**config.mk**
```make
export PLATFORM = sky130hd
export DESIGN_NAME = function_generator
export DESIGN_NICKNAME = d
export VERILOG_FILES = /design/src/hw/fg_config_pkg.sv /design/src/hw/fg_types_pkg.sv /design/src/hw/fg_control.sv /design/src/hw/pattern_writer.sv /design/src/hw/prbs_generator.sv /design/src/hw/waveform_ram.sv /design/src/hw/playback_sequencer.sv /design/src/hw/word_serializer.sv /design/src/hw/function_generator.sv
export SDC_FILE = /design/constraint.sdc
export NUM_CORES = 1
export LEC_CHECK = 0
export BUFFER_PORTS_ARGS = -buffer_cell sky130_fd_sc_hd__buf_2
export CAP_MARGIN = 25
export CORE_UTILIZATION = 45
export DETAILED_ROUTE_END_ITERATION = 8
export GPL_TIMING_DRIVEN = 0
export PLACE_DENSITY = 0.65
export SLEW_MARGIN = 0
export SYNTH_ARGS = -nofsm -noshare
export SYNTH_HDL_FRONTEND = slang
export SYNTH_SLANG_ARGS = --single-unit
export TNS_END_PERCENT = 5
```
**constraint.sdc**
```tcl
create_clock -name clock -period 4.45 [get_ports clock]
set_clock_uncertainty 0.05 [all_clocks]
set_input_delay 0 -clock clock [delete_from_list [all_inputs] [get_ports clock]]
set_output_delay 0 -clock clock [all_outputs]
set_load 0.05 [all_outputs]
```
**src/hw/fg_config_pkg.sv**
```systemverilog
package fg_config_pkg;

	// bits in one waveform word, also the serializer ratio
	localparam int sample_width = 8;

	// waveform RAM addressing
	localparam int address_width = 6;
	// one revolution of playback
	localparam int ram_depth = 64;

	// pulse-width pattern puts one pulse every this many addresses
	localparam int pulse_period = 8;

	// LFSR size and start value
	localparam int prbs_width = 16;
	localparam logic [prbs_width-1:0] prbs_seed = 16'hace1;

	// serializer bit index, counts 0 to sample_width-1
	localparam int bit_count_width = 3;

endpackage

```
**src/hw/fg_types_pkg.sv**
```systemverilog
package fg_types_pkg;

	// one waveform word
	typedef logic [fg_config_pkg::sample_width-1:0] sample_t;

	// one waveform RAM address
	typedef logic [fg_config_pkg::address_width-1:0] address_t;

	// waveform selected by a command
	typedef enum logic [1:0] {
		ramp = 2'd0,
		pilot = 2'd1,
		pulse_width = 2'd2,
		prbs = 2'd3
	} pattern_t;

	// top-level control FSM
	typedef enum logic [1:0] {
		idle = 2'd0,
		load = 2'd1,
		play = 2'd2
	} control_state_t;

endpackage

```
**src/hw/fg_control.sv**
```systemverilog
module fg_control (
	input logic clock,
	input logic reset,
	input logic cmd_valid,
	input fg_types_pkg::pattern_t cmd_pattern,
	input fg_types_pkg::address_t cmd_marker,
	output logic cmd_ready,
	output logic load_start,
	output fg_types_pkg::pattern_t load_pattern,
	output fg_types_pkg::address_t load_marker,
	input logic load_done,
	output logic play_enable
);

	fg_types_pkg::control_state_t state;
	logic accept;

	// commands are refused only while the RAM is being filled
	assign cmd_ready = (state != fg_types_pkg::load);
	assign accept = cmd_valid && cmd_ready;

	// playback runs for as long as we sit in play
	assign play_enable = (state == fg_types_pkg::play);

	always_ff @(posedge clock) begin
		if (reset) begin
			state <= fg_types_pkg::idle;
			load_start <= 1'b0;
		end else begin
			// one-cycle kick to the writer, the cycle after acceptance
			load_start <= accept;
			case (state)
				fg_types_pkg::idle, fg_types_pkg::play: begin
					// a command in play also aborts playback
					if (accept) begin
						state <= fg_types_pkg::load;
					end
				end
				fg_types_pkg::load: begin
					if (load_done) begin
						state <= fg_types_pkg::play;
					end
				end
				default: begin
					state <= fg_types_pkg::idle;
				end
			endcase
		end
	end

	// accepted command, held for the writer through the whole load
	always_ff @(posedge clock) begin
		if (accept) begin
			load_pattern <= cmd_pattern;
			load_marker <= cmd_marker;
		end
	end

	// writer must only finish a load that we started
	load_done_in_load: assert property (
		@(posedge clock) disable iff (reset)
		load_done |-> (state == fg_types_pkg::load)
	);

endmodule

```
**src/hw/pattern_writer.sv**
```systemverilog
module pattern_writer (
	input logic clock,
	input logic reset,
	input logic load_start,
	input fg_types_pkg::pattern_t load_pattern,
	input fg_types_pkg::address_t load_marker,
	output logic load_done,
	output logic prbs_restart,
	output logic prbs_advance,
	input fg_types_pkg::sample_t prbs_word,
	output logic write_enable,
	output fg_types_pkg::address_t write_address,
	output fg_types_pkg::sample_t write_data
);

	fg_types_pkg::pattern_t pattern_q;
	fg_types_pkg::address_t marker_q;
	fg_types_pkg::pattern_t pattern_now;
	fg_types_pkg::address_t marker_now;
	fg_types_pkg::address_t count;
	logic active;
	logic [fg_config_pkg::bit_count_width:0] pulse_ones;

	// address 0 goes out in the load_start cycle itself
	assign pattern_now = load_start ? load_pattern : pattern_q;
	assign marker_now = load_start ? load_marker : marker_q;

	assign write_enable = load_start || active;
	assign write_address = count;
	assign load_done = active && (count == fg_types_pkg::address_t'(fg_config_pkg::ram_depth - 1));

	// LFSR steps after every prbs word, and rewinds to the seed once a load ends
	assign prbs_advance = write_enable && (pattern_now == fg_types_pkg::prbs);
	assign prbs_restart = load_done;

	// 1 to 8 ones, growing with the top address bits
	assign pulse_ones = (fg_config_pkg::bit_count_width + 1)'(count / fg_config_pkg::pulse_period)
		+ 1'b1;

	always_comb begin
		write_data = '0;
		case (pattern_now)
			fg_types_pkg::ramp: begin
				write_data = fg_types_pkg::sample_t'(count);
			end
			fg_types_pkg::pilot: begin
				// single full word at the marker
				if (count == marker_now) begin
					write_data = '1;
				end
			end
			fg_types_pkg::pulse_width: begin
				// thermometer code from the msb down
				if ((count % fg_config_pkg::pulse_period) == 0) begin
					write_data = ~(fg_types_pkg::sample_t'('1) >> pulse_ones);
				end
			end
			fg_types_pkg::prbs: begin
				write_data = prbs_word;
			end
			default: begin
				write_data = '0;
			end
		endcase
	end

	always_ff @(posedge clock) begin
		if (reset) begin
			active <= 1'b0;
			count <= '0;
		end else if (load_start) begin
			active <= 1'b1;
			count <= fg_types_pkg::address_t'(1);
		end else if (load_done) begin
			active <= 1'b0;
			count <= '0;
		end else if (active) begin
			count <= count + 1'b1;
		end
	end

	always_ff @(posedge clock) begin
		if (load_start) begin
			pattern_q <= load_pattern;
			marker_q <= load_marker;
		end
	end

	// one pass over the RAM, never a second lap
	write_burst_bounded: assert property (
		@(posedge clock) disable iff (reset)
		$rose(write_enable) |-> ##[1:fg_config_pkg::ram_depth] !write_enable
	);

endmodule

```
**src/hw/prbs_generator.sv**
```systemverilog
module prbs_generator (
	input logic clock,
	input logic reset,
	input logic restart,
	input logic advance,
	output fg_types_pkg::sample_t word
);

	logic [fg_config_pkg::prbs_width-1:0] lfsr;
	logic feedback;

	// taps 16 14 13 11, fibonacci form
	assign feedback = lfsr[15] ^ lfsr[13] ^ lfsr[12] ^ lfsr[10];

	// low byte is what gets written to the RAM
	assign word = lfsr[fg_config_pkg::sample_width-1:0];

	always_ff @(posedge clock) begin
		if (reset) begin
			lfsr <= fg_config_pkg::prbs_seed;
		end else if (restart) begin
			// restart wins over a step in the same cycle
			lfsr <= fg_config_pkg::prbs_seed;
		end else if (advance) begin
			// shift left, new bit into bit 0
			lfsr <= {lfsr[fg_config_pkg::prbs_width-2:0], feedback};
		end
	end

endmodule

```
**src/hw/waveform_ram.sv**
```systemverilog
module waveform_ram (
	input logic clock,
	input logic write_enable,
	input fg_types_pkg::address_t write_address,
	input fg_types_pkg::sample_t write_data,
	input fg_types_pkg::address_t read_address,
	output fg_types_pkg::sample_t read_data
);

	// block RAM style storage, contents undefined until the first load
	fg_types_pkg::sample_t memory [fg_config_pkg::ram_depth];

	// write port
	always_ff @(posedge clock) begin
		if (write_enable) begin
			memory[write_address] <= write_data;
		end
	end

	// registered read, data one cycle after the address
	always_ff @(posedge clock) begin
		read_data <= memory[read_address];
	end

endmodule

```
**src/hw/playback_sequencer.sv**
```systemverilog
module playback_sequencer (
	input logic clock,
	input logic reset,
	input logic play_enable,
	output fg_types_pkg::address_t read_address,
	input fg_types_pkg::sample_t read_data,
	output fg_types_pkg::sample_t word_data,
	output logic word_valid,
	output logic word_first,
	input logic word_ready
);

	fg_types_pkg::address_t address;
	// read_data holds the word at address
	logic fetched;
	logic stage_free;
	logic capture;

	assign read_address = address;
	assign stage_free = !word_valid || word_ready;
	assign capture = fetched && stage_free;

	always_ff @(posedge clock) begin
		if (reset || !play_enable) begin
			address <= '0;
			fetched <= 1'b0;
			word_valid <= 1'b0;
		end else if (capture) begin
			// loop back to 0 after the last word
			if (address == fg_types_pkg::address_t'(fg_config_pkg::ram_depth - 1)) begin
				address <= '0;
			end else begin
				address <= address + 1'b1;
			end
			// new address needs one more cycle through the RAM
			fetched <= 1'b0;
			word_valid <= 1'b1;
		end else begin
			// address held while stalled, so read_data stays good
			fetched <= 1'b1;
			if (word_ready) begin
				word_valid <= 1'b0;
			end
		end
	end

	// output stage
	always_ff @(posedge clock) begin
		if (capture) begin
			word_data <= read_data;
			word_first <= (address == '0);
		end
	end

	// serializer sees a steady word while it is busy
	word_held_on_stall: assert property (
		@(posedge clock) disable iff (reset)
		(word_valid && !word_ready) |=> $stable(word_data)
	);

endmodule

```
**src/hw/word_serializer.sv**
```systemverilog
module word_serializer (
	input logic clock,
	input logic reset,
	input fg_types_pkg::sample_t word_data,
	input logic word_valid,
	input logic word_first,
	output logic word_ready,
	output logic bit_out,
	output logic frame_start
);

	fg_types_pkg::sample_t shift_reg;
	logic [fg_config_pkg::bit_count_width-1:0] bit_index;
	logic busy;
	logic first_q;
	logic last_bit;
	logic take;

	assign last_bit = (bit_index == fg_config_pkg::bit_count_width'(fg_config_pkg::sample_width - 1));

	// next word is loaded on the last bit, so the stream has no gaps
	assign word_ready = !busy || last_bit;
	assign take = word_valid && word_ready;

	// msb first, idle low
	assign bit_out = busy && shift_reg[fg_config_pkg::sample_width-1];

	// marks bit 7 of address 0
	assign frame_start = busy && first_q && (bit_index == '0);

	always_ff @(posedge clock) begin
		if (reset) begin
			busy <= 1'b0;
			first_q <= 1'b0;
			bit_index <= '0;
		end else if (take) begin
			busy <= 1'b1;
			first_q <= word_first;
			bit_index <= '0;
		end else if (busy) begin
			bit_index <= bit_index + 1'b1;
			// ran dry, nothing waiting
			if (last_bit) begin
				busy <= 1'b0;
			end
		end
	end

	always_ff @(posedge clock) begin
		if (take) begin
			shift_reg <= word_data;
		end else begin
			shift_reg <= shift_reg << 1;
		end
	end

endmodule

```
**src/hw/function_generator.sv**
```systemverilog
module function_generator (
	input logic clock,
	input logic reset,
	input logic cmd_valid,
	input fg_types_pkg::pattern_t cmd_pattern,
	input fg_types_pkg::address_t cmd_marker,
	output logic cmd_ready,
	output logic bit_out,
	output logic frame_start,
	output logic playing
);

	// control to writer
	logic load_start;
	fg_types_pkg::pattern_t load_pattern;
	fg_types_pkg::address_t load_marker;
	logic load_done;
	logic play_enable;

	// writer to LFSR
	logic prbs_restart;
	logic prbs_advance;
	fg_types_pkg::sample_t prbs_word;

	// RAM ports
	logic write_enable;
	fg_types_pkg::address_t write_address;
	fg_types_pkg::sample_t write_data;
	fg_types_pkg::address_t read_address;
	fg_types_pkg::sample_t read_data;

	// word stream into the serializer
	fg_types_pkg::sample_t word_data;
	logic word_valid;
	logic word_ready;
	logic word_first;
	logic serializer_reset;

	assign playing = play_enable;
	// stopping playback flushes the shifter
	assign serializer_reset = reset || !play_enable;

	fg_control control (
		.clock(clock),
		.reset(reset),
		.cmd_valid(cmd_valid),
		.cmd_pattern(cmd_pattern),
		.cmd_marker(cmd_marker),
		.cmd_ready(cmd_ready),
		.load_start(load_start),
		.load_pattern(load_pattern),
		.load_marker(load_marker),
		.load_done(load_done),
		.play_enable(play_enable)
	);

	pattern_writer writer (
		.clock(clock),
		.reset(reset),
		.load_start(load_start),
		.load_pattern(load_pattern),
		.load_marker(load_marker),
		.load_done(load_done),
		.prbs_restart(prbs_restart),
		.prbs_advance(prbs_advance),
		.prbs_word(prbs_word),
		.write_enable(write_enable),
		.write_address(write_address),
		.write_data(write_data)
	);

	prbs_generator prbs (
		.clock(clock),
		.reset(reset),
		.restart(prbs_restart),
		.advance(prbs_advance),
		.word(prbs_word)
	);

	waveform_ram ram (
		.clock(clock),
		.write_enable(write_enable),
		.write_address(write_address),
		.write_data(write_data),
		.read_address(read_address),
		.read_data(read_data)
	);

	playback_sequencer sequencer (
		.clock(clock),
		.reset(reset),
		.play_enable(play_enable),
		.read_address(read_address),
		.read_data(read_data),
		.word_data(word_data),
		.word_valid(word_valid),
		.word_first(word_first),
		.word_ready(word_ready)
	);

	word_serializer serializer (
		.clock(clock),
		.reset(serializer_reset),
		.word_data(word_data),
		.word_valid(word_valid),
		.word_first(word_first),
		.word_ready(word_ready),
		.bit_out(bit_out),
		.frame_start(frame_start)
	);

endmodule

```
; ---- After elaboration in Yosys (flattened, before gate mapping)
; Memories as Yosys holds them, arrays and structs flattened. A register that Yosys moved wholly into a read port is not among the register bits.
; Index checks and enable logic that the tools add are counted.
[word_totals]
register_bits = 72
n_memories = 1
ramBits = 512
output_inout_bits = 4
[op_classes]
bitwise_logic = 4
add_sub_neg = 4
eq_ne = 12
muxes = 23
n_shift = 1
reduce_logical = 28
[memory_table]
columns = name, words, word_bits, rd, rd_ports_with_merged_regs, wr, line_no
row1 = ram.memory, 64, 8, 1, 1, 1, waveform_ram.sv:11  ; fg_types_pkg::sample_t memory [fg_config_pkg::ram_depth];
[op_table]
columns = operator, n
row1 = zero test 32 bit, 1
row2 = case mux 8 bit (4 select lines), 1
row3 = 2-to-1 mux 8 bit, 3
row4 = 2-to-1 mux 1 bit, 13
row5 = "adder 6 x 1 -> 6 bit, second input constant", 2
row6 = "equality test 6 bit, second input constant", 2
row7 = 2-to-1 mux 6 bit, 2
row8 = logical AND 1 bit, 8
row9 = inverter 8 bit, 1
row10 = ">> shifter 8 x 4 -> 8 bit, first input constant", 1
row11 = "equality test 2 bit, second input constant", 3
row12 = equality test 6 bit, 1
row13 = zero test 6 bit, 1
row14 = 2-to-1 mux 2 bit, 3
row15 = "inequality test 2 x 1 -> 1 bit, second input constant", 3
row16 = OR reduction 2 bit, 3
row17 = "adder 3 x 1 -> 4 bit, second input constant", 1
row18 = "equality test 2 x 1 -> 1 bit, second input constant", 2
row19 = zero test 2 bit, 2
row20 = logical OR 1 bit, 4
row21 = case mux 2 bit (2 select lines), 1
row22 = nonzero test 2 bit, 2
row23 = "adder 3 x 1 -> 3 bit, second input constant", 1
row24 = "equality test 3 bit, second input constant", 1
row25 = other kinds (6), 10

; ---- Depth between registers and ports, before layout
[logic_depth]
depth_word = 5
ltp_mapped = 9
mapped_depth_nobuf = 7

; ---- Cells and area by module
; Synthesis repeated with hierarchy kept, for this count alone.
[unflattened]
cells_unflattened = 1245
area_unflattened_um2 = 23507.5
[by_module_without_submodules]
columns = module, seq_area_each_um2, area_per_inst_um2, cells_each, n_inst
row1 = waveform_ram, 15534.9, 20166.8, 940, 1
row2 = pattern_writer, 300.3, 970.9, 113, 1
row3 = playback_sequencer, 430.4, 701.9, 59, 1
row4 = prbs_generator, 320.3, 685.7, 64, 1
row5 = word_serializer, 260.2, 598.1, 48, 1
row6 = fg_control, 300.3, 377.9, 20, 1
row7 = function_generator, 0.0, 6.3, 1, 1

; ---- Worst setup path after synthesis
; Ideal clock, no wire load.
[synth_timing]
kind = register to register
startpoint = register control.load_start
endpoint = memory ram.memory[0][0] in the netlist's numbering (data pin)
path_buffers = 2
t_arrival_ps = 3464
slack_ps = 348
synth_period_minus_slack_ps = 4102
setup_ps = 588
path_stages_with_launch = 8
cell_sequence = dfxtp_1 buf_2 buf_2 mux2_2 xor2_1 nor3_1 nand2_1 a31oi_1
[synth_via]
elab_chain_cells = 4
elab_cells_between_ends = 9
[synth_rtl]
columns = item, line_no
row1 = from (decl), fg_control.sv:8  ; output logic load_start,
row2 = from (signal assigned), fg_control.sv:31  ; load_start <= accept;
row3 = 2-to-1 mux 6 bit, pattern_writer.sv:26  ; assign marker_now = load_start ? load_marker : marker_q;
row4 = via writer.marker_now[5], pattern_writer.sv:19  ; fg_types_pkg::address_t marker_now;
row5 = equality test 6 bit, pattern_writer.sv:48  ; if (count == marker_now) begin
row6 = 2-to-1 mux 8 bit, pattern_writer.sv:48
row7 = case mux 8 bit (4 select lines), pattern_writer.sv:42  ; case (pattern_now)
row8 = via ram.write_data[0], waveform_ram.sv:5  ; input fg_types_pkg::sample_t write_data,
row9 = to (decl), waveform_ram.sv:11
; The timed path passes the listed nets, and every way through them passes these cells.

; ---- Final worst setup path
[layout_timing]
startpoint = register writer.count[2] (netlist: writer.write_address[2])
endpoint = memory ram.memory[37][0] in the netlist's numbering, enable pin
[layout_lines]
columns = item, line_no
row1 = from (decl), pattern_writer.sv:20  ; fg_types_pkg::address_t count;
row2 = from (signal assigned), pattern_writer.sv:73  ; count <= fg_types_pkg::address_t'(1);
row3 = from (signal assigned), pattern_writer.sv:78  ; count <= count + 1'b1;
; No word-level cell before the write port.

==> summary.json <==
{
  "clock_tree.buffer_depth": 3,
  "totalNegativeSetupSlack_ns": 0,
  "port_buffers": 13,
  "placeableCoreArea_mm2": 0.0504,
  "finish.utilization": 0.523,
  "sw_frac_of_total": 0.209,
  "largest-register": "ram.memory",
  "num_vias": 11800,
  "critical-path-top-delay-family": "simple AND/OR/NAND/NOR gates",
  "rows": 82,
  "status": "finished clean",
  "largest_register_ff_count": 512,
  "hp-class": "primary input to flip-flop",
  "grt_first_pass_wirelength_mm": 77.4,
  "worst_setup_path_start_kind": "flip-flop",
  "p_leak_nw": 8.28,
  "final_area_mm2": 0.0263,
  "final_period_minus_worst_setup_slack_ns": 3.30,
  "cts-htree-levels": 2,
  "setup_viol": 0,
  "finalCritPeriodShare": 0.742,
  "total_switching_power_mw": 2.45,
  "grt_start_max_net_pins": 41,
  "synth.area.top_cells": "edfxtp_1 (69%), mux4_2 (13%), dfxtp_1 (5.5%), nor2_1 (1.7%), mux2i_1 (1.0%)",
  "synth_top_cell_area_share": 0.687,
  "numCtsBuffers": 59,
  "synth-edff-count": 529,
  "yosys.cell_count.top_type": "edfxtp_1",
  "timing.critical_path.fanout_max": 10,
  "finalMaxSlewViolations": 0,
  "grt_use_total": 0.201,
  "drc": 0,
  "chipHeight_um": 229,
  "avgSynthCellArea_um2": 18.9,
  "flow.area_growth_from_synthesis_pct": 14.0,
  "cp_num_buf_inv": 2,
  "synth.cells.most_frequent": "edfxtp_1 (529), mux4_2 (136), nor2_1 (106)",
  "largest_registers": "ram.memory: 512 flops, prbs.lfsr: 16 flops",
  "post_cts_resized": 0,
  "gr-total-overflow": 0,
  "slowest_stage": "nor2_1",
  "unique_cell_type_count_in_the_yosys_netlist": 59,
  "dominantRegCellSynth": "edfxtp_1",
  "tritoncts": "built",
  "synthArstFlopShare": 0,
  "clk_root_buffer_cell": "clkbuf_16",
  "worstSkewPairLatency_ns": 0.62,
  "synthesis.nets": 1241,
  "drtAntennaViolNets": 0,
  "vias_in_the_first_global_route": 11900,
  "num_io_pins": 15,
  "detailedRoute.firstPassIterationCount": 6,
  "layout-drive-gt1-share": 0.232,
  "yosys_register_bits": 592,
  "floorplan.initialDensity": 0.459,
  "worst-endpoint-required_ns": 4.63,
  "internal_power_mw": 9.26,
  "critical_path_class": "flip-flop to flip-flop",
  "die-width_um": 229,
  "cts.reportedPaths.clkPinSlew_ns": 0.06,
  "slew_margin_rel": 0.321,
  "hold_viol_final": 0,
  "yosys_warnings": 0,
  "antenna_found_initial": 1,
  "starting_drc_count_in_detailed_routing": 1297,
  "crit_path_capture_type": "flip-flop",
  "p_comb_frac": 0.045,
  "post_synth_inst_count": 1223,
  "power.sequential.fraction": 0.538,
  "placement.cell_area_mm2": 0.0243,
  "dp.final_hpwl_mm": 34.3,
  "pwr-share-clk": 0.418,
  "antenna_cells_inserted": 0,
  "critical-path-max-stage-delay_ns": 0.94,
  "max_cap_viol_count": 0,
  "worstPathCellList": "clkbuf_1 -> buf_1 -> nand4_1 -> nor2_1",
  "worst_vdd_drop_v": 0.000378,
  "routedWlPerCell_um": 25.3,
  "cts_sink_count": 592,
  "syn-cell-area_mm2": 0.0231,
  "seq_area_frac_synth": 0.742,
  "worst_slew_pin_slew_ns": 1.01,
  "detail_route.vias_per_cell": 5.77,
  "post_cts.repair.setup_buffers": 0,
  "place.gp.congestion": 0.941,
  "postRouteWirelength_mm": 51.7,
  "report.power.total_mw": 11.7,
  "rsz0062_at_grt": "false",
  "achievable-frequency_mhz": 303,
  "synth.largest_area_cell": "edfxtp_1",
  "nets": 1338,
  "cellPowerDensity_mw_per_mm2": 444,
  "worstPathArrival_ns": 3.48,
  "dieArea_mm2": 0.0523
}
==> metrics by stage <==
stage | worst slack [ns] | hold WS [ns] | instances
finish | 1.15 | 0.0482 | 2041
global route | 0.988 | 0.0270 | 2041
CTS | 1.22 | 0.00979 | 2040
detailed placement | 1.25 | 0.129 | 1919
global placement | -1.98 | 0.126 | 1908
floorplan | 0.348 | 0.0489 | 1223
==> layer usage <==
| metal | vias up | GRT usage | share of wire |
|---|---|---|---|
| li1 | 5088 | - | - |
| met3 | 83 | 0.0438 | 0.087 |
| met2 | 532 | 0.317 | 0.47 |
| met1 | 6064 | 0.286 | 0.42 |
| met4 | 2 | 0.0533 | 0.022 |
| met5 | - | 0 | 0.00023 |
==> repair_timing <==
action	CTS	global route
hold buffers	11	0
endpoints found under the hold margin	24	0
setup endpoints to repair	0	0
==> logic make-up after synthesis <==
| logic type | count (synthesis) | share of synthesized area |
|---|---|---|
| compound gates | 81 | 0.0235 |
| xor+xnor | 18 | 0.00682 |
| fa+ha+maj | 7 | 0.00379 |
| buf+inv | 79 | 0.0188 |
| flops | 592 | 0.742 |
| mux | 175 | 0.150 |
| simple gates | 271 | 0.0551 |
==> area by class of cell <==
class	count	area (um^2)
Clock buffer	78	1610
Sequential cell	592	17100
Timing Repair Buffer	36	415
Multi-Input combinational cell	552	5610
Inverter	11	41.3
Tap cell	672	841
Clock inverter	32	293
Fill cell	3910	24000
Buffer	68	393
==> worst paths after layout <==
check / from / endpoint / slack [ns] / cells past startpoint
worst max-delay path: writer.write_address[2] / ram.memory[37][0] / 1.15 / 4
worst min-delay path: cmd_marker[1] / control.load_marker[1] / 0.05 / 2
worst max register to register: writer.write_address[2] / ram.memory[37][0] / 1.15 / 4
worst min register to register: ram.read_data[6] / sequencer.word_data[6] / 0.36 / 0
==> placed cells by master, fill, tap and decap left out, types with 11 or more instances in the layout <==
cell and instances:
mux2_2 15, mux4_2 136, a21oi_1 20, nand2b_1 12
buf_6 13, nand2_1 60, nor2_1 106, dfxtp_1 63
mux2i_1 24, clkinv_1 11, clkbuf_1 41, nand3_1 28
clkbuf_16 61, edfxtp_1 529, buf_2 35, dlygate4sd3_1 11
==> power by group through the flow <==
| stage | Combinational, mW | Clock (mW) | Sequential [mW] |
|---|---|---|---|
| global placement | 0.393 | 0 | 6.46 |
| detailed placement | 0.516 | 0 | 6.41 |
| floorplan | 0.247 | 0 | 6.43 |
| CTS | 0.523 | 4.95 | 6.29 |
| global route | 0.563 | 5.18 | 6.29 |
| finish | 0.522 | 4.89 | 6.29 |
No activity file was read; power rests on OpenSTA's default activity.
